==> src/dcache/dcache_lru.sv <==
`timescale 1ns/1ps

module dcache_lru #(
    parameter int index_width = 4
) (
    input  logic                    clk,
    input  logic                    rstn,
    input  logic [index_width-1:0]  index,
    input  logic                    use_en,
    input  logic                    use_way,
    output logic                    victim
);

    localparam int sets = 1 << index_width;

    // one bit per set, names the older way
    logic [sets-1:0] lru_q;

    always_ff @(posedge clk or negedge rstn) begin
        if (!rstn) begin
            lru_q <= '0;
        end else if (use_en) begin
            lru_q[index] <= ~use_way;
        end
    end

    assign victim = lru_q[index];

endmodule

==> config.mk <==
export PLATFORM = sky130hd
export DESIGN_NAME = dcache_lru
export DESIGN_NICKNAME = d
export VERILOG_FILES = /design/src/dcache/dcache_lru.sv
export SDC_FILE = /design/constraint.sdc
export NUM_CORES = 1
export LEC_CHECK = 0
export BUFFER_PORTS_ARGS = -buffer_cell sky130_fd_sc_hd__buf_2
export CORE_ASPECT_RATIO = 0.8
export CORE_MARGIN = 1
export CORE_UTILIZATION = 28
export CTS_CLUSTER_DIAMETER = 100
export DETAILED_ROUTE_END_ITERATION = 10
export PLACE_DENSITY = 0.44
export SYNTH_ARGS = -nofsm -noshare
export SYNTH_HDL_FRONTEND = slang
export SYNTH_SLANG_ARGS = --single-unit
==> constraint.sdc <==
create_clock -name clk -period 2.5 [get_ports clk]
set_clock_uncertainty 0.15 [all_clocks]
set_input_delay 0 -clock clk [delete_from_list [all_inputs] [get_ports clk]]
set_output_delay 0 -clock clk [all_outputs]
set_load 0.1 [all_outputs]
==> implementation parameters <==
Parameter                              Value

Clock tree
  Maximum root-to-sink buffer count    2
  Clock sink count    16
  CTS Root Buffer Type    sky130_fd_sc_hd__clkbuf_8
  Resized Gates After CTS    0
  Post-CTS repair timing setup buffer count    0
  Total number of H-tree levels    1
  Clock network latency to the later pin of the worst-skew pair    0.25 ns
  TritonCTS clock tree    yes
  Clock buffers created by TritonCTS    3
  Hold-fix buffers at CTS    4
  CTS clk-pin slew, worst paths    0.06 ns

Detailed routing
  DR pass1 iterations    4
  DRT antenna net count    0
  Drc violations    0
  Routed vias/inst    5.53
  Number of vias after detailed routing    641
  Sum of routed wire length over all layers    1880 um
  DR WL/cell    16.2 um
  Number of DRC markers in iteration 0    37

Timing
  Worst max-slew margin expressed relative to the limit    0.609
  Count of final setup violators    0
  Final hold violation count    0
  Final critical-path share of the clock period    0.837
  RSZ-0062 raised after global routing    false
  Highest achievable clock rate    0.478 GHz
  Final number of max-transition violations    0
  Crit path time final    2.09 ns
  Summed negative setup slack over all endpoints    0 ns
  Transition time at the pin with the least slew margin    0.585 ns

Yosys
  Unique cell type count in the Yosys netlist    18
  Area of the mapped netlist    833 um2
  Primary flip-flop cell chosen by synthesis mapping    sky130_fd_sc_hd__dfrtp_1
  Mapped Nets    82
  Number of storage elements in the synthesis netlist    16
  Total number of yosys warnings    0
  Post-synthesis average cell area    11.3 um2
  Portion of the post-synthesis area used by sequential elements    0.480
  EDFF count, synth    0
  Number of instances in the synthesized netlist    74
  Share of async-settable or async-resettable flops after synthesis    1.00

Final layout
  # nets final    88
  Flip-flop count of the largest register, all copies and words added    16
  Multi-input gate area in the final layout    378 um2
  Post-route insts no fill    116
  Registers with the highest flip-flop counts    lru_q x16
  Diodes inserted    0
  Share of cells above drive strength 1    0.244
  Filler Cell Count    293
  Layout overhead on the synthesized area    13.7%
  Highest-count cells in the layout ignoring fill and taps    sky130_fd_sc_hd__a31oi_1, sky130_fd_sc_hd__dfrtp_1, sky130_fd_sc_hd__a21oi_1
  Post-layout util    0.340
  Register name with the most flops    lru_q
  Sequential Area    400 um2

GRT
  Via count of the first global-routing pass    601
  Overall Global Routing Usage    0.136
  Grt total ovfl    0
  First-pass GRT wire length    3190 um
  Number of antenna violations at the first check in global routing    0
  Pin count of the biggest net entering global routing    17

Run
  Total of max-cap violations    0

Floorplanning
  Standard cell core area    0.00279 mm2
  Height of the die    50.8 um
  Initial Utilization    0.299
  I/O pin count    9
  DIE AREA    0.00320 mm2
  Count of standard-cell rows    17
  Horiz. Die Dim    63.0 um

Setup path
  Signal arrival time at the worst endpoint    1.94 ns
  Sort of element at the start of the critical path    input port
  Critical Path RT    2.35 ns
  Crit Path Class    input port to primary output
  Kind of capture point of the worst setup path    primary output
  Highest fanout seen on the critical path    12

Place
  Count of input and output buffers    8
  Placed Cells incl. Taps    109
  Final weighted congestion in routability-driven placement    0.735
  Final HPWL from detailed placement    1220 um

Pwr
  Power consumption    738 uW
  Leakage power    0.369 nW
  Areal power density over the cells    779 mW/mm2
  Worst IR drop on VDD    0.426 mV

Worst hold path
  Hold WC Path Type    input port to flop

Status
  Result of the run    complete, no violations
==> final timing paths <==
check                      startpoint         to  slack, ns  depth (start not counted)
max                          index[2]     victim       0.41                          6
min                           use_way   lru_q[2]      0.007                          2
max reg2reg                 lru_q[13]  lru_q[13]       1.10                          3
min reg2reg                  lru_q[2]   lru_q[2]       0.40                          2
max in group asynchronous        rstn  lru_q[12]       1.88                          2
min in group asynchronous        rstn  lru_q[10]       0.05                          2
==> where the power goes <==
part	internal, mW	switching (mW)	leakage [nW]
logic	0.0864	0.107	0.165
registers	0.321	0.0317	0.182
clock network	0.107	0.0852	0.0216
total	0.514	0.224	0.369
==> Yosys cell counts, types with 2 or more instances <==
| library cell | count | area (um2) |
|---|---|---|
| sky130_fd_sc_hd__nor2b_1 | 2 | 12.5 |
| sky130_fd_sc_hd__clkbuf_1 | 4 | 15.0 |
| sky130_fd_sc_hd__a41oi_1 | 4 | 35.0 |
| sky130_fd_sc_hd__buf_2 | 5 | 25.0 |
| sky130_fd_sc_hd__and3b_2 | 2 | 20.0 |
| sky130_fd_sc_hd__mux4_1 | 2 | 52.6 |
| sky130_fd_sc_hd__mux4_2 | 2 | 45.0 |
| sky130_fd_sc_hd__a21oi_1 | 12 | 60.1 |
| sky130_fd_sc_hd__dfrtp_1 | 16 | 400 |
| sky130_fd_sc_hd__nand3_1 | 2 | 10.0 |
| sky130_fd_sc_hd__a31oi_1 | 16 | 100 |
==> through the flow <==
| stage | hold slack (ns) | cell area [um2] | setup slack, ns |
|---|---|---|---|
| 4_1_cts | 0.000142 | 947 | 0.427 |
| 5_1_grt | 0.0127 | 947 | 0.295 |
| 3_5_place_dp | -0.209 | 866 | 0.968 |
| 3_3_place_gp | -0.211 | 866 | 0.964 |
| 2_1_floorplan | -0.446 | 833 | 0.622 |
| 6_report | 0.00655 | 947 | 0.406 |
==> cells by family after synthesis <==
logic type | count (synthesis) | synth area share
compound gates | 33 | 0.249
flops | 16 | 0.480
simple gates | 10 | 0.0871
buf+inv | 11 | 0.0661
mux | 4 | 0.117
==> worst max-delay path, cell delays in order <==
cell and delay, ns:
sky130_fd_sc_hd__dlygate4sd3_1 0.53, sky130_fd_sc_hd__buf_2 0.23, sky130_fd_sc_hd__nor2b_1 0.53, sky130_fd_sc_hd__nand2_1 0.13, sky130_fd_sc_hd__nand3_1 0.09, sky130_fd_sc_hd__buf_2 0.43
==> layout make-up <==
class,count,area share
well taps,38,0.0502
flip-flops and latches,16,0.423
clock buffers,3,0.0436
repair buffers,12,0.0845
multi-input cells,47,0.399
==> layer usage <==
metal,part of all wire,vias to the layer above,global-route usage
li1,-,303,-
met1,0.53,317,0.186
met2,0.41,19,0.195
met3,0.041,2,0.0500
met4,0.013,0,0.0465
met5,0,-,0
No activity file was read; power rests on OpenSTA's default activity.
