===== config.mk =====
export PLATFORM = sky130hd
export DESIGN_NAME = dcache_req_buf
export DESIGN_NICKNAME = d
export VERILOG_FILES = /design/src/common/dcache_pkg.sv /design/src/dcache/dcache_req_buf.sv
export SDC_FILE = /design/constraint.sdc
export NUM_CORES = 1
export LEC_CHECK = 0
export BUFFER_PORTS_ARGS = -buffer_cell sky130_fd_sc_hd__buf_2
export CORE_MARGIN = 1
export CORE_UTILIZATION = 40
export CTS_CLUSTER_SIZE = 30
export DETAILED_ROUTE_END_ITERATION = 12
export PLACE_DENSITY = 0.73
export SLEW_MARGIN = 10
export SYNTH_ARGS = -nofsm -noshare
export SYNTH_HDL_FRONTEND = slang
export SYNTH_SLANG_ARGS = --single-unit

===== constraint.sdc =====
create_clock -name clk -period 0.8 [get_ports clk]
set_input_delay 0.16 -clock clk [delete_from_list [all_inputs] [get_ports clk]]
set_output_delay 0.16 -clock clk [all_outputs]
set_load 0.005 [all_outputs]

===== src/common/dcache_pkg.sv =====
package dcache_pkg;

    ////////////////////////////////////////
    // widths
    ////////////////////////////////////////

    // data and address width
    localparam int word_width = 32;

    ////////////////////////////////////////
    // request kinds
    ////////////////////////////////////////

    typedef enum logic [1:0] {
        kind_load  = 2'd0,
        kind_store = 2'd1,
        kind_cacop = 2'd2
    } req_kind_t;

    ////////////////////////////////////////
    // controller states
    ////////////////////////////////////////

    typedef enum logic [3:0] {
        st_idle        = 4'd0,
        // tag compare of the buffered request
        st_lookup      = 4'd1,
        // line read request, waiting for addr_ok
        st_miss_r      = 4'd2,
        st_miss_r_wait = 4'd3,
        // store miss goes straight to memory
        st_miss_w      = 4'd4,
        st_hit_w       = 4'd5,
        st_hit_w_resp  = 4'd6,
        st_cacop       = 4'd7
    } ctrl_state_t;

endpackage


===== src/dcache/dcache_req_buf.sv =====
`timescale 1ns/1ps

module dcache_req_buf import dcache_pkg::*; #(
    parameter int index_width  = 4,
    parameter int offset_width = 2
) (
    input  logic                    clk,
    input  logic                    rstn,
    input  logic                    we,
    input  req_kind_t               req_kind,
    input  logic [word_width-1:0]   req_addr,
    input  logic [word_width-1:0]   req_wdata,
    input  logic [3:0]              req_wstrb,
    output req_kind_t               buf_kind,
    output logic [word_width-1:0]   buf_addr,
    output logic [word_width-1:0]   buf_wdata,
    output logic [3:0]              buf_wstrb
);

    localparam int tag_width = word_width - index_width - offset_width - 2;

    // address kept as fields, byte offset dropped
    logic [tag_width-1:0]       tag_q;
    logic [index_width-1:0]     index_q;
    logic [offset_width-1:0]    offset_q;

    always_ff @(posedge clk or negedge rstn) begin
        if (!rstn) begin
            buf_kind  <= kind_load;
            tag_q     <= '0;
            index_q   <= '0;
            offset_q  <= '0;
            buf_wdata <= '0;
            buf_wstrb <= '0;
        end else if (we) begin
            buf_kind  <= req_kind;
            tag_q     <= req_addr[word_width-1 -: tag_width];
            index_q   <= req_addr[offset_width+2 +: index_width];
            offset_q  <= req_addr[2 +: offset_width];
            buf_wdata <= req_wdata;
            buf_wstrb <= req_wstrb;
        end
    end

    // word address of the held request
    assign buf_addr = {tag_q, index_q, offset_q, 2'b00};

endmodule


==> results_dict.tcl, run 1 <==
set metrics [dict create \
    grtUsageMet1_pct 22.0 \
    r2r_setup_slack_ns -0.20 \
    synth_cell_type_count 8 \
    start_util_pct 41.5 \
    num_io_pins 143 \
    regToRegStartpoint "buf_wdata[2]" \
    drc_errors 0 \
    cp.required_ns 0.64 \
    clkSlewWorstSetupHoldPaths_ns 0.07 \
    dp_hpwl_um 3890 \
    whs_ns 0.0586 \
    cp_data_arrival_time_ns 0.86 \
    cts_root_buf "clkbuf_8" \
    startpoint_type "flop" \
    r2r_end "buf_wdata[2]" \
    max_stage_delay_ns 0.40 \
    synth_seq_cells 68 \
    hold_viol 0 \
    p_seq_share_pct 49.6 \
    die_w_um 83.1 \
    grt_pass1_wl_um 9170 \
    grt_pass1_vias 1910 \
    dpl_cell_area_sq_um 3420 \
    synth.avg_cell_area_sq_um 17.9 \
    ys_seq_area_share_pct 64.6 \
    regArea_sq_um 1700 \
    drt_iter0_markers 63 \
    path_buf_inv 1 \
    hold_end "buf_wdata[7]" \
    routed_wl_um 5510 \
    place_ws_ns -0.244 \
    status "complete, but fails checks" \
    finalWeightedCongestion 0.695 \
    htree_levels 3 \
    p_leak_nw 1.95 \
    nFillCells 517 \
    netSwitchingPower_mw 1.82 \
    num_antenna_cells 0 \
    use_met3_pct 6.76 \
    clock_latency_ns 0.32 \
    area_delta_synth_final_pct 43.9 \
    place_inst 358 \
    vias_per_cell 4.71 \
    core_area_sq_um 6350 \
    synth_top_area_share_pct 64.6 \
    p_clk_share_pct 33.3 \
    die_area_sq_um 6910 \
    vdd_drop_max_v 0.00110 \
    clock_sinks 68 \
    antenna_found_initial 0 \
    dr.pass1.iters 3 \
    num-nets-final 384 \
    multi_input_area_sq_um 860 \
    synthTopCellsByArea "dfrtp_1 65%, mux2_2 21%, mux2_4 11%, buf_8 1.1%, buf_6 0.86%" \
    setup_ws_ns -0.216 \
    period_needed_ns 1.02 \
    synth_area_sq_um 2630 \
    syn_inst 147 \
    holdPathStages 2 \
    clockBufferDepth 2 \
    grt_usage_pct 17.0 \
    powerDensity_nw_per_um2 2110 \
    yosysWarnings 0 \
    use_met2_pct 25.6 \
    grt_overflow 0 \
    cp-end-kind "primary output" \
    critPathMaxFanout 2 \
    hold_path_class "in -> reg" \
    path_class "reg -> out" \
    fmax_ghz 0.984 \
    maxCapViolCount 0 \
    hp-start "req_wdata[7]" \
    power_mw 7.99 \
    avgRoutedWirePerCell_um 14.1 \
    fin_cells 392 \
    layout_commonest_cell "buf_2" \
    portBuffers 138 \
    violations "negative setup slack" \
    p_sw_share_pct 22.8 \
    die_h_um 83.1 \
    row_count 29 \
    setup-violations-final 85 \
    path_delay_family "flip-flops" \
    synth_largest_area_cell "dfrtp_1" \
    maxSlewViolCount 0 \
    drive_above_1_share_pct 76.5 \
    combPwrFrac_pct 17.1 \
    r2r_cells 3 \
    finalSetupTns_ns -14.53 \
    postLayoutCellArea_sq_um 3790 \
    finClkSkew_ns 0 \
    utilization_pct 59.7 \
    drtAntennaViolNets 0 \
    dr_total_vias 1845 \
    critPathSlowestCell "dfrtp_1" \
    crit_chain "buf_2" \
    grt_max_degree 35 \
    finalCritPeriodShare_pct 127 \
    p_int_mw 6.17 \
    cts_buffers 9 \
    final_cell_mix "138 x buf_2, 68 x dfrtp_1, 45 x mux2_2, 23 x mux2_4, 12 x buf_4" \
    rsz0062_at_grt "yes" \
    grt-busiest-layer "met2" \
    cts_tree "done" \
]
state kept, by name, summed over array words and instances, names as in the netlist:
register   cells
buf_wstrb      4
index_q        4
buf_wdata     32
offset_q       2
buf_kind       2
tag_q         24
cell type report:
type	count	share of cell area, %
clock inverter	2	0.924
tap	77	2.54
timing repair buffer	162	25.0
sequential	68	44.9
multi-input combinational	70	22.7
clock buffer	13	3.93
Yosys cell counts, drive strengths merged:
cell type / number
mux2: 68
dfrtp: 68
buf: 10
conb: 1
worst max-delay path by stage:
stage,cells past startpoint,start,endpoint
5_1_grt,1,index_q[2],buf_addr[6]
6_report,1,buf_wstrb[3],buf_wstrb[3]
3_5_place_dp,3,we,buf_wstrb[3]
3_3_place_gp,3,we,index_q[3]
4_1_cts,1,tag_q[1],buf_addr[9]
2_1_floorplan,4,we,buf_kind[0]
routing by layer:
layer	routed length (um)	part of all wire, %	up-vias
li1	-	-	837
met1	2380	43	909
met2	2580	47	90
met3	456	8.3	9
met4	95	1.7	0
met5	0	0	-
kinds of logic (layout without fill, tap and decap cells):
group | count (synthesis) | after routing | synth area share [%]
buf+inv | 10 | 177 | 3.33
flops | 68 | 68 | 64.6
mux | 68 | 68 | 31.9
other cells | 1 | 2 | 0.142
power groups by stage:
stage	registers, mW	logic, mW	clock network, mW
2_1_floorplan	4.04	0.519	0
3_3_place_gp	4.00	1.18	0
3_5_place_dp	4.02	1.21	0
6_report	3.96	1.37	2.66
5_1_grt	4.00	1.49	2.91
4_1_cts	3.96	1.30	2.76
what timing repair did:
action,CTS,global route
pin swaps,0,0
endpoints found under the hold margin,65,0
endpoints found under the setup margin,68,80
hold buffers,1,0
resized for setup,0,10
setup buffers,11,9
Power figures use the tool's default switching activity.
==> run 2: changes to the inputs <==
--- a/config.mk
+++ b/config.mk
@@ -7,10 +7,10 @@
 export LEC_CHECK = 0
 export BUFFER_PORTS_ARGS = -buffer_cell sky130_fd_sc_hd__buf_2
 export CORE_MARGIN = 1
-export CORE_UTILIZATION = 40
+export CORE_UTILIZATION = 44
 export CTS_CLUSTER_SIZE = 30
 export DETAILED_ROUTE_END_ITERATION = 12
-export PLACE_DENSITY = 0.73
+export PLACE_DENSITY = 0.76
 export SLEW_MARGIN = 10
 export SYNTH_ARGS = -nofsm -noshare
 export SYNTH_HDL_FRONTEND = slang
==> constraint.sdc (replaced) <==
create_clock -name clk -period 1.1 [get_ports clk]
set_input_delay 0.22 -clock clk [delete_from_list [all_inputs] [get_ports clk]]
set_output_delay 0.22 -clock clk [all_outputs]
set_load 0.005 [all_outputs]
==> run 2 against run 1 <==
Compared with the run above: the flow now finishes without violations; sequential power fell by 28%; register-to-register slack improved by 0.42 ns; die area decreased by 8.9%; power decreased by 31%; worst hold slack better by 0.056 ns; sequential cell count is the same; core utilization grew 4.5 points; final area fell by 4.5%; setup slack gained 0.25 ns; clock skew stayed put; via count is 5.8% lower; largest cell class unchanged; sequential share of layout area rose by 2.1 points.
==> results_dict.tcl, run 2 (same netlist as run 1, synthesis figures left out) <==
set metrics [dict create \
    status "finished, final reports clean" \
    place_inst 354 \
    p_int_mw 4.23 \
    die_area_sq_um 6300 \
    powerDensity_nw_per_um2 1520 \
    whs_ns 0.115 \
    finalWeightedCongestion 0.723 \
    vdd_drop_max_v 0.00101 \
    p_clk_share_pct 31.9 \
    clock_latency_ns 0.33 \
    portBuffers 138 \
    antenna_found_initial 0 \
    rsz0062_at_grt "yes" \
    nFillCells 447 \
    layout_commonest_cell "buf_2" \
    netSwitchingPower_mw 1.29 \
    cp-end-kind "primary output" \
    drtAntennaViolNets 0 \
    fin_cells 374 \
    regToRegStartpoint "buf_wdata[23]" \
    cp_data_arrival_time_ns 0.84 \
    dr_total_vias 1738 \
    reg_top3 "buf_wdata: 32 flops, tag_q: 24 flops" \
    grt_overflow 0 \
    grt_pass1_wl_um 8490 \
    drt_iter0_markers 44 \
    grt_max_degree 55 \
    postLayoutCellArea_sq_um 3620 \
    avgRoutedWirePerCell_um 14.4 \
    combPwrFrac_pct 16.1 \
    p_leak_nw 1.85 \
    finalCritPeriodShare_pct 96.6 \
    area_delta_synth_final_pct 37.5 \
    maxCapViolCount 0 \
    p_seq_share_pct 52.0 \
    drc_errors 0 \
    dpl_cell_area_sq_um 3410 \
    cp.required_ns 0.88 \
    crit_chain "buf_2" \
    fmax_ghz 0.941 \
    multi_input_area_sq_um 848 \
    regArea_sq_um 1700 \
    row_count 27 \
    max_stage_delay_ns 0.38 \
    top_register "buf_wdata" \
    startpoint_type "flop" \
    grtUsageMet1_pct 20.6 \
    cts_tree "done" \
    htree_levels 3 \
    hold_path_class "in -> reg" \
    critPathSlowestCell "dfrtp_1" \
    finClkSkew_ns 0 \
    die_w_um 79.4 \
    grt_usage_pct 18.3 \
    period_needed_ns 1.06 \
    num_antenna_cells 0 \
    utilization_pct 64.2 \
    grt_pass1_vias 1819 \
    largest_reg_flops 32 \
    critPathLaunch "buf_wdata[19]" \
    clockBufferDepth 2 \
    vias_per_cell 4.65 \
    critPathMaxFanout 2 \
    num_io_pins 143 \
    clkSlewWorstSetupHoldPaths_ns 0.07 \
    path_buf_inv 1 \
    use_met3_pct 6.51 \
    hold_viol 0 \
    die_h_um 79.4 \
    num-nets-final 371 \
    final_cell_mix "138 x buf_2, 68 x dfrtp_1, 48 x mux2_2, 20 x mux2_4, 11 x clkbuf_8" \
    cts_buffers 9 \
    maxSlewViolCount 0 \
    use_met2_pct 30.2 \
    dr.pass1.iters 4 \
    dp_hpwl_um 4040 \
    core_area_sq_um 5640 \
    setup-violations-final 0 \
    finalSetupTns_ns 0 \
    post_cts_resized 0 \
    path_delay_family "flip-flops" \
    routed_wl_um 5370 \
    r2r_setup_slack_ns 0.22 \
    drive_above_1_share_pct 75.8 \
    clock_sinks 68 \
    cts_root_buf "clkbuf_8" \
    start_util_pct 46.7 \
    hp-start "req_wdata[24]" \
    grt-busiest-layer "met2" \
    p_sw_share_pct 23.3 \
    path_class "reg -> out" \
]
==> run 2: cell count changes in the layout (fill, tap and decap cells not counted), sizes merged <==
cell,previous run,this run
clkinv,1,2
buf,161,148
bufinv,1,0
==> run 2: worst paths after layout <==
kind | endpoint | cells past startpoint
max reg2reg | buf_wdata[23] | 2
max in group asynchronous | buf_wdata[21] | 3
min reg2reg | index_q[2] | 1
min | buf_wdata[24] | 2
min in group asynchronous | tag_q[9] | 3
max | buf_wdata[19] | 1
==> run 2: metal layers <==
layer | routed length [um] | up-vias | share of wire, %
met4 | 159 | 0 | 3.0
met2 | 2690 | 80 | 50
met5 | 0 | - | 0
li1 | - | 806 | -
met3 | 409 | 14 | 7.6
met1 | 2110 | 838 | 39
==> run 2: power groups by stage <==
stage	clock network, mW	registers (mW)	logic, mW
2_1_floorplan	0	2.94	0.374
3_3_place_gp	0	2.90	0.861
3_5_place_dp	0	2.92	0.884
4_1_cts	1.83	2.87	0.889
5_1_grt	1.93	2.90	0.977
6_report	1.76	2.87	0.891
==> run 2: final cells by class <==
cell class | instances | share of cell area, %
repair buffers | 149 | 22.5
multi-input cells | 70 | 23.4
clock buffers | 13 | 4.39
well taps | 72 | 2.49
clock inverters | 2 | 0.276
flip-flops and latches | 68 | 47.0
==> run 2: repair_timing <==
action	in CTS	in global routing
hold endpoints to repair	68	0
hold buffers	1	0
setup endpoints to repair	0	21
buffers inserted	0	4
==> run 2: through the flow <==
stage	worst slack (ns)	total power, mW
2_1_floorplan	0.0931	3.32
3_3_place_gp	-0.00270	3.77
3_5_place_dp	-0.0179	3.80
4_1_cts	0.00980	5.60
5_1_grt	-0.0153	5.81
6_report	0.0369	5.52
