===== src/common/dcache_pkg.sv =====
package dcache_pkg;

    ////////////////////////////////////////
    // widths
    ////////////////////////////////////////

    // data and address width
    localparam int word_width = 32;

    ////////////////////////////////////////
    // request kinds
    ////////////////////////////////////////

    typedef enum logic [1:0] {
        kind_load  = 2'd0,
        kind_store = 2'd1,
        kind_cacop = 2'd2
    } req_kind_t;

    ////////////////////////////////////////
    // controller states
    ////////////////////////////////////////

    typedef enum logic [3:0] {
        st_idle        = 4'd0,
        // tag compare of the buffered request
        st_lookup      = 4'd1,
        // line read request, waiting for addr_ok
        st_miss_r      = 4'd2,
        st_miss_r_wait = 4'd3,
        // store miss goes straight to memory
        st_miss_w      = 4'd4,
        st_hit_w       = 4'd5,
        st_hit_w_resp  = 4'd6,
        st_cacop       = 4'd7
    } ctrl_state_t;

endpackage


===== src/dcache/dcache_ctrl.sv =====
`timescale 1ns/1ps

module dcache_ctrl import dcache_pkg::*; (
    input  logic        clk,
    input  logic        rstn,
    input  logic        req_valid,
    input  req_kind_t   req_kind,
    output logic        req_ready,
    output logic        rbuf_we,
    input  req_kind_t   buf_kind,
    input  logic [1:0]  hit,
    input  logic        victim,
    output logic [1:0]  data_we,
    output logic        refill,
    output logic        inval,
    output logic        sel_return,
    output logic        use_en,
    output logic        use_way,
    output logic        resp_valid,
    output logic        mem_req,
    output logic        mem_wr,
    input  logic        mem_addr_ok,
    input  logic        mem_data_ok,
    input  logic        mem_bvalid
);

    ctrl_state_t state;
    ctrl_state_t next_state;
    ctrl_state_t accept_state;

    // where a newly accepted request goes
    assign accept_state = !req_valid              ? st_idle  :
                          (req_kind == kind_cacop) ? st_cacop : st_lookup;

    always_ff @(posedge clk or negedge rstn) begin
        if (!rstn) begin
            state <= st_idle;
        end else begin
            state <= next_state;
        end
    end

    ////////////////////////////////////////
    // next state
    ////////////////////////////////////////

    always_comb begin
        next_state = state;
        case (state)
            st_idle: begin
                next_state = accept_state;
            end
            st_lookup: begin
                if (hit == 2'b00) begin
                    if (buf_kind == kind_store) begin
                        // store miss may finish here
                        next_state = mem_addr_ok ? accept_state : st_miss_w;
                    end else begin
                        next_state = mem_addr_ok ? st_miss_r_wait : st_miss_r;
                    end
                end else if (buf_kind == kind_store) begin
                    next_state = mem_addr_ok ? st_hit_w_resp : st_hit_w;
                end else begin
                    next_state = accept_state;
                end
            end
            st_miss_r: begin
                if (mem_addr_ok) begin
                    next_state = st_miss_r_wait;
                end
            end
            st_miss_r_wait: begin
                // refill owns the arrays this cycle so nothing is accepted
                if (mem_data_ok) begin
                    next_state = st_idle;
                end
            end
            st_miss_w: begin
                if (mem_addr_ok) begin
                    next_state = accept_state;
                end
            end
            st_hit_w: begin
                if (mem_addr_ok) begin
                    next_state = st_hit_w_resp;
                end
            end
            st_hit_w_resp: begin
                if (mem_bvalid) begin
                    next_state = accept_state;
                end
            end
            st_cacop: begin
                next_state = st_idle;
            end
            default: begin
                next_state = st_idle;
            end
        endcase
    end

    ////////////////////////////////////////
    // outputs from state and next state
    ////////////////////////////////////////

    always_comb begin
        req_ready  = 1'b0;
        rbuf_we    = 1'b0;
        data_we    = 2'b00;
        refill     = 1'b0;
        inval      = 1'b0;
        sel_return = 1'b0;
        use_en     = 1'b0;
        use_way    = hit[1];
        resp_valid = 1'b0;
        mem_req    = 1'b0;
        mem_wr     = 1'b0;
        case (state)
            st_idle: begin
                req_ready = 1'b1;
                rbuf_we   = req_valid;
            end
            st_lookup: begin
                case (next_state)
                    st_miss_r, st_miss_r_wait: begin
                        mem_req = 1'b1;
                    end
                    st_miss_w: begin
                        mem_req = 1'b1;
                        mem_wr  = 1'b1;
                    end
                    st_hit_w, st_hit_w_resp: begin
                        // write the hit way and memory together
                        mem_req = 1'b1;
                        mem_wr  = 1'b1;
                        data_we = hit;
                        use_en  = 1'b1;
                    end
                    default: begin
                        req_ready = 1'b1;
                        rbuf_we   = req_valid;
                        if (hit != 2'b00) begin
                            resp_valid = 1'b1;
                            use_en     = 1'b1;
                        end else begin
                            // store miss taken on the first try
                            mem_req = 1'b1;
                            mem_wr  = 1'b1;
                        end
                    end
                endcase
            end
            st_miss_r: begin
                mem_req = 1'b1;
            end
            st_miss_r_wait: begin
                if (next_state != st_miss_r_wait) begin
                    refill          = 1'b1;
                    sel_return      = 1'b1;
                    resp_valid      = 1'b1;
                    use_en          = 1'b1;
                    use_way         = victim;
                    data_we[victim] = 1'b1;
                end
            end
            st_miss_w: begin
                mem_req = 1'b1;
                mem_wr  = 1'b1;
                if (next_state != st_miss_w) begin
                    req_ready = 1'b1;
                    rbuf_we   = req_valid;
                end
            end
            st_hit_w: begin
                mem_req = 1'b1;
                mem_wr  = 1'b1;
            end
            st_hit_w_resp: begin
                if (next_state != st_hit_w_resp) begin
                    req_ready = 1'b1;
                    rbuf_we   = req_valid;
                end
            end
            st_cacop: begin
                inval = 1'b1;
            end
            default: begin
                req_ready = 1'b0;
            end
        endcase
    end

    assert property (@(posedge clk) disable iff (!rstn) !(&data_we))
        else $error("both ways written in state %s", state.name());

    // request and direction hold until the address is taken
    assert property (@(posedge clk) disable iff (!rstn)
        mem_req && !mem_addr_ok |=> mem_req && (mem_wr == $past(mem_wr)))
        else $error("memory request changed before addr_ok in state %s", state.name());

endmodule


===== config.mk =====
export PLATFORM = sky130hd
export DESIGN_NAME = dcache_ctrl
export DESIGN_NICKNAME = d
export VERILOG_FILES = /design/src/common/dcache_pkg.sv /design/src/dcache/dcache_ctrl.sv
export SDC_FILE = /design/constraint.sdc
export NUM_CORES = 1
export LEC_CHECK = 0
export BUFFER_PORTS_ARGS = -buffer_cell sky130_fd_sc_hd__buf_4
export CAP_MARGIN = 20
export CORE_MARGIN = 2
export CORE_UTILIZATION = 42
export DETAILED_ROUTE_END_ITERATION = 8
export GPL_TIMING_DRIVEN = 0
export PLACE_DENSITY = 0.72
export SLEW_MARGIN = 10
export SYNTH_ARGS = -nofsm -noshare
export SYNTH_HDL_FRONTEND = slang
export SYNTH_SLANG_ARGS = --single-unit

===== constraint.sdc =====
create_clock -name clk -period 2.3 [get_ports clk]
set_input_delay 0.345 -clock clk [delete_from_list [all_inputs] [get_ports clk]]
set_output_delay 0.345 -clock clk [all_outputs]
set_load 0.05 [all_outputs]

==> qor.yml, run 1 <==
status: "finished, violations left"
violations: "setup timing"
core_area_sq_um: 1350
p_leak_nw: 0.504
grt_pass1_wl_mm: 3.68
most-common-layout-cells: "buf_4, nand2_1, buf_6"
synth_area_sq_um: 628
required_ps: 1960
drive_above_1_share_pct: 55.7
die_w_um: 42.7
numPortBuffers: 24
reg.largest.list: "state: 4 flops"
cp_slowest_cell: "or4b_4"
yosysWarnings: 0
route.detailed.drc: 0
cp_max_fo: 6
comb_power_share_pct: 69.9
switchingPower_mw: 0.308
largest_register_ffs: 4
final-setup-viol-count: 11
p_clk_share_pct: 14.8
clk_path_buf_depth: 2
hold_path.class: "in2async"
maxCapViolations: 0
final_cell_count_no_fill: 137
ys_ff_latch: 4
dieArea_sq_um: 1820
dp_hpwl_mm: 1.47
cts_tree: "done"
htree_levels: 1
top_register: "state"
rsz0062_at_grt: "true"
clkTransAtPathRegs_ps: 40
syn_inst: 84
wire_per_inst_um: 19.1
max_freq_mhz: 339
dp_slack_ps: -610
drt_iter0_drc: 37
clock_latency_ps: 240
cts_root_buffer: "clkbuf_4"
routed_via_density: 6.77
diodes: 0
reg2reg_slack_ps: 440
final_common_cell: "buf_4"
clock-sinks: 4
grt_pass1_vias: 802
timing.rr.end: "state[1]"
firstDrtPassIters: 4
worst_pin_slew_ps: 617
synth.avg_cell_area_sq_um: 7.48
final_hold_viol_count: 0
start_util_pct: 46.5
antenna_found_initial: 0
cts_buffers: 3
dieHeight_um: 42.7
worst_path_largest_cell_delay_ps: 540
pwr-share-seq_pct: 15.3
postRouteAntennaNets: 0
num-nets-final: 137
fin_crit_ps: 2950
powerDensity_nw_per_um2: 545
path_class: "reg2out"
vias: 927
r2r_start: "state[2]"
period_share_pct: 128
pin_count: 25
slew-limit-headroom_pct: 57.8
ir_worst_vdd_mv: 0.523
power.share.switching_pct: 49.0
final-max-slew-violation-count: 0
rows: 13
area_growth_pct: 83.3
crit_path_start_kind: "register"
syn_nets: 97
ys_types: 44
grt_usage_pct: 26.6
placed_cells: 123
routed_wl_mm: 2.61
ys_seq_area_share_pct: 15.9
worst_clock_skew_ps: 1.58
worstPathArrival_ps: 2600
finalPower_mw: 0.628
ff2ff_path_depth: 6
grt_start_max_net_pins: 11
internal_power_mw: 0.320
endpoint_kind: "primary output"
place.gp.congestion: 0.815
path_cells: "or4b_4 -> a211o_1 -> buf_4 -> buf_6 -> o311ai_4 -> xnor2_1 -> and3_1 -> a22o_2 -> buf_8"
overflow: 0
fin_ws_ps: -647
## layout make-up
cell class | instances | area [sq um]
clock buffers | 3 | 22.5
well taps | 15 | 18.8
plain buffers | 5 | 31.3
repair buffers | 35 | 325
flip-flops and latches | 4 | 101
inverters | 3 | 11.3
fillers | 70 | 199
multi-input cells | 72 | 641
## worst max-delay path by stage
stage,start,to,cells after the start
floorplan,state[1],use_way,6
global placement,hit[1],use_way,9
detailed placement,hit[1],use_way,9
CTS,state[1],rbuf_we,7
global route,state[2],rbuf_we,8
finish,state[2],data_we[1],9
## critical path, delay by kind of cell, from the launching register on
family	cells	cell delay, ps
and+or+nand+nor	2	770
buffers and inverters	3	420
AOI/OAI and AO/OA	3	590
DFF	1	450
xor gates and xnor gates	1	120
## metrics by stage
stage                     instance area, sq um  util, %  TNS (ps)  hold slack, ps
after CTS                                 1030     76.5     -4960             443
after floorplan                            688        -     -1610            49.4
after detailed placement                   887     65.7     -4870             146
after global routing                      1150     85.3     -6310             453
final                                     1150     85.3     -5750             440
after global placement                     887     65.7     -4930             140
## cells in the mapped netlist, drive strengths merged
| master | instances | area share [%] |
|---|---|---|
| mux2i | 1 | 1.6 |
| nor4b | 1 | 1.4 |
| a32oi | 1 | 1.4 |
| nor2b | 2 | 2.0 |
| a221oi | 1 | 1.4 |
| nand2 | 10 | 6.0 |
| a31o | 1 | 1.4 |
| a22o | 3 | 4.2 |
| nand3b | 2 | 2.4 |
| and3 | 1 | 1.0 |
| xnor2 | 1 | 1.4 |
| a22oi | 1 | 1.2 |
| dfrtp | 4 | 16 |
| o21ai | 5 | 4.0 |
| conb | 1 | 0.60 |
| o21bai | 1 | 1.2 |
| a2111oi | 1 | 1.4 |
| a21oi | 6 | 4.8 |
| nor3 | 4 | 4.8 |
| xor2 | 1 | 1.4 |
| or3 | 2 | 2.0 |
| nand3 | 1 | 0.80 |
| nand2b | 2 | 2.0 |
| o22ai | 1 | 1.0 |
| o21a | 2 | 2.4 |
| a31oi | 3 | 4.0 |
| or4b | 1 | 2.2 |
| nor2 | 6 | 4.0 |
| a211o | 1 | 1.4 |
| mux2 | 1 | 1.8 |
| buf | 5 | 4.4 |
| o2111ai | 1 | 1.4 |
| o31a | 2 | 4.2 |
| inv | 3 | 1.8 |
| a21o | 1 | 1.2 |
| nor3b | 3 | 3.6 |
| o311ai | 1 | 2.6 |
## metal layers
metal / track usage (%) / wire (um) / vias up
met5: 0 / 0 / -
met1: 32.7 / 1020 / 450
met2: 45.8 / 1230 / 61
met3: 2.98 / 198 / 19
met4: 11.9 / 161 / 0
li1: - / - / 397
## power by group through the flow
| stage | Sequential (mW) | Combinational (mW) | Clock [mW] |
|---|---|---|---|
| after detailed placement | 0.0934 | 0.332 | 0 |
| after floorplan | 0.0898 | 0.252 | 0 |
| after global placement | 0.0925 | 0.330 | 0 |
| after global routing | 0.0975 | 0.460 | 0.0975 |
| after CTS | 0.0933 | 0.386 | 0.0917 |
| final | 0.0962 | 0.439 | 0.0930 |
## logic make-up after synthesis
group | synth area share, %
multiplexers | 3.39
buffers and inverters | 6.18
flip-flops | 15.9
AND/OR/NAND/NOR | 32.1
XOR/XNOR | 2.79
other | 0.597
AO/OA/AOI/OAI | 39.0
## what timing repair did
action	in CTS	in global routing
gates resized for setup	17	16
hold buffers	1	0
buffers inserted	4	6
setup endpoints to repair	11	11
endpoints found under the hold margin	4	0
gates cloned	0	0
pin swaps	9	5
Note: power is estimated with default switching activity, not from simulation.
==> inputs of run 2 (changes only) <==
--- a/constraint.sdc
+++ b/constraint.sdc
@@ -3,2 +3,2 @@
 set_output_delay 0.345 -clock clk [all_outputs]
-set_load 0.05 [all_outputs]
+set_load 0.1 [all_outputs]
==> run 2 against run 1 <==
Compared with the run above:
- the flow now stops in global routing
- synthesized cell count unchanged
- synthesized area did not move
==> qor.yml, run 2 <==
status: "did not finish"
lastStage: "global routing"
error: "[ERROR DPL-0033] detailed placement checks failed during check placement."
synth.avg_cell_area_sq_um: 7.48
clock-sinks: 4
cts_root_buffer: "clkbuf_4"
synth-adder-area-share_pct: 0
crit_endpoint: "req_ready"
yosysWarnings: 0
synth_simple_gate_area_share_pct: 32.1
syn_nets: 97
ys_types: 44
synth_top_area_share_pct: 15.9
htree_levels: 1
start_util_pct: 46.5
ys_ff_latch: 4
place_area_sq_um: 980
synth_compound_area_share_pct: 39.0
ys_async_sr_fraction_pct: 100
synth_area_sq_um: 628
syn_inst: 84
numPortBuffers: 24
dieHeight_um: 42.7
die_w_um: 42.7
synthMuxAreaShare_pct: 3.39
synth-edff-count: 0
rows: 13
synth.most_common_cell: "nand2_1"
synth_xor_area_share_pct: 2.79
synth_top_family_by_area: "compound AO/OA/AOI/OAI gates"
dp_hpwl_mm: 1.55
yosysTopAreaCell: "dfrtp_1"
worstEndpointType: "top-level output"
grt_start_max_net_pins: 11
synth_common_cells: "nand2_1, a21oi_1, nor2_1"
antenna_found_initial: 0
place.gp.congestion: 0.919
ys_seq_area_share_pct: 15.9
synth.area.top_cells: "dfrtp_1, nand2_1, a21oi_1"
dp_slack_ps: -611
ys.flop_type: "dfrtp_1"
pin_count: 25
cts_buffers: 3
clk_path_buf_depth: 2
run 2: kinds of logic after synthesis:
family                    Yosys count
and+or+nand+nor                    35
AOI/OAI and AO/OA                  32
buffers and inverters               8
DFF                                 4
xor gates and xnor gates            2
muxes                               2
other                               1
run 2: through the flow:
step | util [%] | std cells | setup TNS, ps
2_1_floorplan | - | 84 | -3610
3_5_place_dp | 72.6 | 123 | -4600
4_1_cts | 90.6 | 133 | -6150
3_3_place_gp | 72.6 | 123 | -4400
run 2: what timing repair did:
action                     4_1_cts
setup endpoints to repair       11
pin swaps                       11
gates resized for setup         39
buffers inserted                 6
hold buffers                     1
hold endpoints to repair         4
==> inputs of run 3 (changes only) <==
CORE_AREA = 2 2 63 65   (was not set)
CORE_MARGIN = not set   (was 2)
CORE_UTILIZATION = not set   (was 42)
DIE_AREA = 0 0 65 67   (was not set)
PLACE_DENSITY = not set   (was 0.72)
PLACE_DENSITY_LB_ADDON = 0.15   (was not set)
clock period = 2.99 ns   (was 2.3 ns; I/O delays follow)
==> run 3 against run 2 <==
Compared with the run above:
- the flow now finishes without violations
==> qor.yml, run 3 (synthesis gave the netlist of run 1 again) <==
final-max-slew-violation-count: 0
crit_path_start_kind: "register"
drt_iter0_drc: 29
clkTransAtPathRegs_ps: 30
fin_area_sq_um: 1150
path_class: "reg2out"
routed_wl_mm: 2.16
rsz0062_at_grt: "true"
cp_top_family: "simple AND/OR/NAND/NOR gates"
cts_tree: "done"
required_ps: 2540
routed_via_density: 4.66
hold_buffers: 0
pin_count: 25
worst_path_largest_cell_delay_ps: 580
final-setup-viol-count: 0
start_util_pct: 17.4
ir_worst_vdd_mv: 0.228
reg2reg_slack_ps: 1230
dp_hpwl_mm: 1.64
cp_slowest_cell: "or4b_4"
num-nets-final: 134
final_hold_viol_count: 0
route.detailed.drc: 0
reg.largest.list: "state: 4 flops"
most-common-layout-cells: "buf_4, nand2_1, nor2_1, a21oi_1"
worst_clock_skew_ps: 2.92
r2r_start: "state[3]"
p_leak_nw: 0.500
diodes: 0
die_w_um: 65
placed_cells: 156
finalPower_mw: 0.551
htree_levels: 1
firstDrtPassIters: 4
powerDensity_nw_per_um2: 480
worstPathArrival_ps: 2520
dp_slack_ps: -279
hold_path.class: "in2async"
numPortBuffers: 24
cp_max_fo: 4
final_cell_count_no_fill: 167
fin_util_pct: 31.9
hold_slack_ps: 20.8
overflow: 0
grt_pass1_wl_mm: 3.66
timing.rr.end: "state[1]"
status: "complete, no violations"
max_freq_mhz: 337
cts_buffers: 3
endpoint_kind: "primary output"
clk_path_buf_depth: 2
clock-sinks: 4
path_cells: "or4b_4 -> a211o_1 -> o31a_4 -> or3_4 -> a31oi_4 -> a21o_2 -> buf_12"
crit_buf_inv: 1
grt_pass1_vias: 789
top_register: "state"
clock_latency_ps: 220
dieArea_sq_um: 4360
tns_ps: 0
wire_per_inst_um: 12.9
maxCapViolations: 0
vias: 778
cts_root_buffer: "clkbuf_8"
dieHeight_um: 67
fin_crit_ps: 2970
fin_ws_ps: 19.5
postRouteAntennaNets: 0
area_growth_pct: 82.9
core_area_sq_um: 3610
place.gp.congestion: 0.805
place_area_sq_um: 908
rows: 22
final_common_cell: "buf_4"
antenna_found_initial: 0
period_share_pct: 99.3
largest_register_ffs: 4
grt_start_max_net_pins: 11
grt_usage_pct: 10.7
ff2ff_path_depth: 5
drive_above_1_share_pct: 56.3
[run 3: how the worst max path moves through the flow]
stage                      endpoint      from  slack, ps  cells after the start
final                     req_ready  state[3]         20                      7
after global routing        rbuf_we  state[2]        -80                      7
after floorplan             mem_req  state[1]       -350                      6
after global placement      use_way    hit[1]       -270                      9
after detailed placement    use_way    hit[1]       -280                      9
after CTS                   rbuf_we  state[2]          2                      7
[run 3: worst register-to-register path, stage by stage, from the launching register on]
cell and delay, ps:
dfrtp_1 410, or4b_4 580, a211o_1 280, buf_4 150
o311ai_4 90, buf_4 180
[run 3: repair_timing]
item / CTS / global route
buffers inserted: 4 / 4
cloned: 0 / 0
gates resized for setup: 19 / 10
endpoints found under the setup margin: 7 / 7
pin swaps: 7 / 7
[run 3: metal layers]
| layer | vias to the layer above | wire length (um) | global-route usage [%] |
|---|---|---|---|
| met2 | 26 | 1030 | 19.5 |
| li1 | 387 | - | - |
| met1 | 365 | 956 | 12.0 |
| met3 | 0 | 167 | 3.55 |
| met5 | - | 0 | 0 |
| met4 | 0 | 0 | 2.39 |
[run 3: where the power goes]
group | switching [mW] | internal (mW) | leakage [nW]
clock | 0.0256 | 0.0856 | 0.0216
combinational | 0.235 | 0.131 | 0.428
sequential | 0.0115 | 0.0624 | 0.0503
[run 3: final cells by class]
type | instances | area, sq um
fillers | 387 | 2460
multi-input cells | 72 | 616
repair buffers | 32 | 289
flip-flops and latches | 4 | 101
well taps | 48 | 60.1
clock buffers | 3 | 41.3
plain buffers | 5 | 30.0
inverters | 3 | 11.3
==> inputs of run 4 (changes only) <==
--- a/constraint.sdc
+++ b/constraint.sdc
@@ -3,2 +3,2 @@
 set_output_delay 0.4485 -clock clk [all_outputs]
-set_load 0.1 [all_outputs]
+set_load 0.005 [all_outputs]
==> run 4 against run 3 <==
Compared with the run above:
- fmax grew 1.8%
- core utilization shrank 3.6 points
- flip-flop and latch count is the same
- die area is the same
- global-route usage shrank 0.79 points
- critical path depth is the same
- first-iteration DRC count shrank 55%
- highest routed layer is now met4
==> qor.yml, run 4 (synthesis gave the netlist of run 1 again) <==
grt_pass1_vias: 715
route.detailed.drc: 0
hold_slack_ps: 23.0
fin_crit_ps: 2920
postRouteAntennaNets: 0
cp_slowest_cell: "or4b_4"
period_share_pct: 97.6
drive_above_1_share_pct: 44.8
place.gp.congestion: 0.805
worstPathArrival_ps: 2470
dieArea_sq_um: 4360
timing.rr.end: "state[1]"
routed_wl_mm: 2.12
worst_pin_slew_ps: 539
internal_power_mw: 0.250
diodes: 0
reg2reg_slack_ps: 1250
cts_tree: "done"
powerDensity_nw_per_um2: 398
pwr-share-seq_pct: 18.4
fillers: 401
numPortBuffers: 24
worst_path_largest_cell_delay_ps: 570
final_common_cell: "buf_4"
final_hold_viol_count: 0
vias: 763
area_growth_pct: 62.2
clk_path_buf_depth: 2
power.share.switching_pct: 38.2
endpoint_kind: "primary output"
crit_buf_inv: 1
finalPower_mw: 0.405
largest_register_ffs: 4
dp_slack_ps: -85.9
top_register: "state"
start_util_pct: 17.4
overflow: 0
die_w_um: 65
crit_path_start_kind: "register"
switchingPower_mw: 0.155
clkTransAtPathRegs_ps: 30
reg.largest.list: "state: 4 flops"
required_ps: 2540
cts_root_buffer: "clkbuf_8"
cp_max_fo: 5
most-common-layout-cells: "buf_4, nand2_1, a21oi_1"
status: "complete, no violations"
maxCapViolations: 0
worst_clock_skew_ps: 2.06
ir_worst_vdd_mv: 0.197
antenna_found_initial: 0
comb_power_share_pct: 54.1
r2r_start: "state[2]"
drt_iter0_drc: 13
grt_usage_pct: 9.90
p_leak_nw: 0.458
rows: 22
max_freq_mhz: 343
hold_path.class: "in2async"
slew-limit-headroom_pct: 64.0
pin_count: 25
dp_hpwl_mm: 1.59
grt_pass1_wl_mm: 3.43
fin_util_pct: 28.2
clock_latency_ps: 210
grt_start_max_net_pins: 11
tns_ps: 0
fin_ws_ps: 71.0
path_class: "reg2out"
wire_per_inst_um: 12.9
final-max-slew-violation-count: 0
dieHeight_um: 67
core_area_sq_um: 3610
path_cells: "or4b_4 -> a211o_1 -> o31a_4 -> or3_4 -> a31oi_4 -> a21o_1 -> buf_4"
clock-sinks: 4
num-nets-final: 131
ff2ff_path_depth: 4
routed_via_density: 4.65
htree_levels: 1
cts_buffers: 3
cp_top_family: "simple AND/OR/NAND/NOR gates"
firstDrtPassIters: 4
p_clk_share_pct: 27.5
final-setup-viol-count: 0
==> run 4: changes by cell type in the layout (fill, tap and decap cells not counted), moves of 2 or more <==
cell / before / now
buf_12: 3 / 0
a21oi_1: 4 / 6
a21oi_2: 2 / 0
a22o_1: 1 / 3
buf_4: 28 / 30
nor3b_1: 1 / 3
nor3b_2: 2 / 0
==> run 4: worst register-to-register path, cell delays in order, from the launching register on <==
cell,delay [ps]
dfrtp_2,430
or4b_4,570
a211o_1,330
buf_4,160
o311ai_4,100
==> run 4: metrics by stage <==
stage                     std cells  area, sq um
final                           164         1020
after global routing            164         1020
after CTS                       160          927
after detailed placement        156          868
after global placement          156          868
after floorplan                  84          628
==> run 4: worst max-delay path by stage <==
stage	endpoint	cells after the start	slack (ps)	startpoint
floorplan	rbuf_we	6	460	state[1]
global route	use_way	7	-2	state[2]
finish	req_ready	7	70	state[2]
CTS	rbuf_we	7	20	state[1]
detailed placement	use_way	9	-90	hit[1]
global placement	use_way	9	-120	hit[1]
==> run 4: routing by layer <==
| layer | global-route usage (%) | up-vias | share of wire (%) |
|---|---|---|---|
| met5 | 0 | - | 0 |
| met4 | 3.72 | 0 | 1.5 |
| met3 | 2.20 | 2 | 6.1 |
| met2 | 16.6 | 27 | 46 |
| met1 | 12.3 | 347 | 46 |
| li1 | - | 387 | - |
==> run 4: power groups by stage <==
stage	Combinational (mW)	Clock, mW	Sequential [mW]
final	0.219	0.111	0.0745
after global routing	0.241	0.119	0.0760
after CTS	0.189	0.113	0.0721
after detailed placement	0.185	0	0.0715
after global placement	0.186	0	0.0720
after floorplan	0.119	0	0.0691
==> run 4: timing repair <==
| item | in CTS | in global routing |
|---|---|---|
| buffers inserted | 1 | 4 |
| pin swaps | 3 | 5 |
| hold buffers | 0 | 0 |
| gates resized for setup | 3 | 10 |
| setup endpoints to repair | 6 | 6 |
==> run 4: final cells by class <==
class                           count  area (sq um)  share of cell area, %
Sequential cell                     4           103                   10.1
Tap cell                           48          60.1                   5.90
Inverter                            3          11.3                   1.11
Timing Repair Buffer               29           218                   21.4
Multi-Input combinational cell     72           558                   54.8
Buffer                              5          27.5                   2.70
Clock buffer                        3          41.3                   4.05
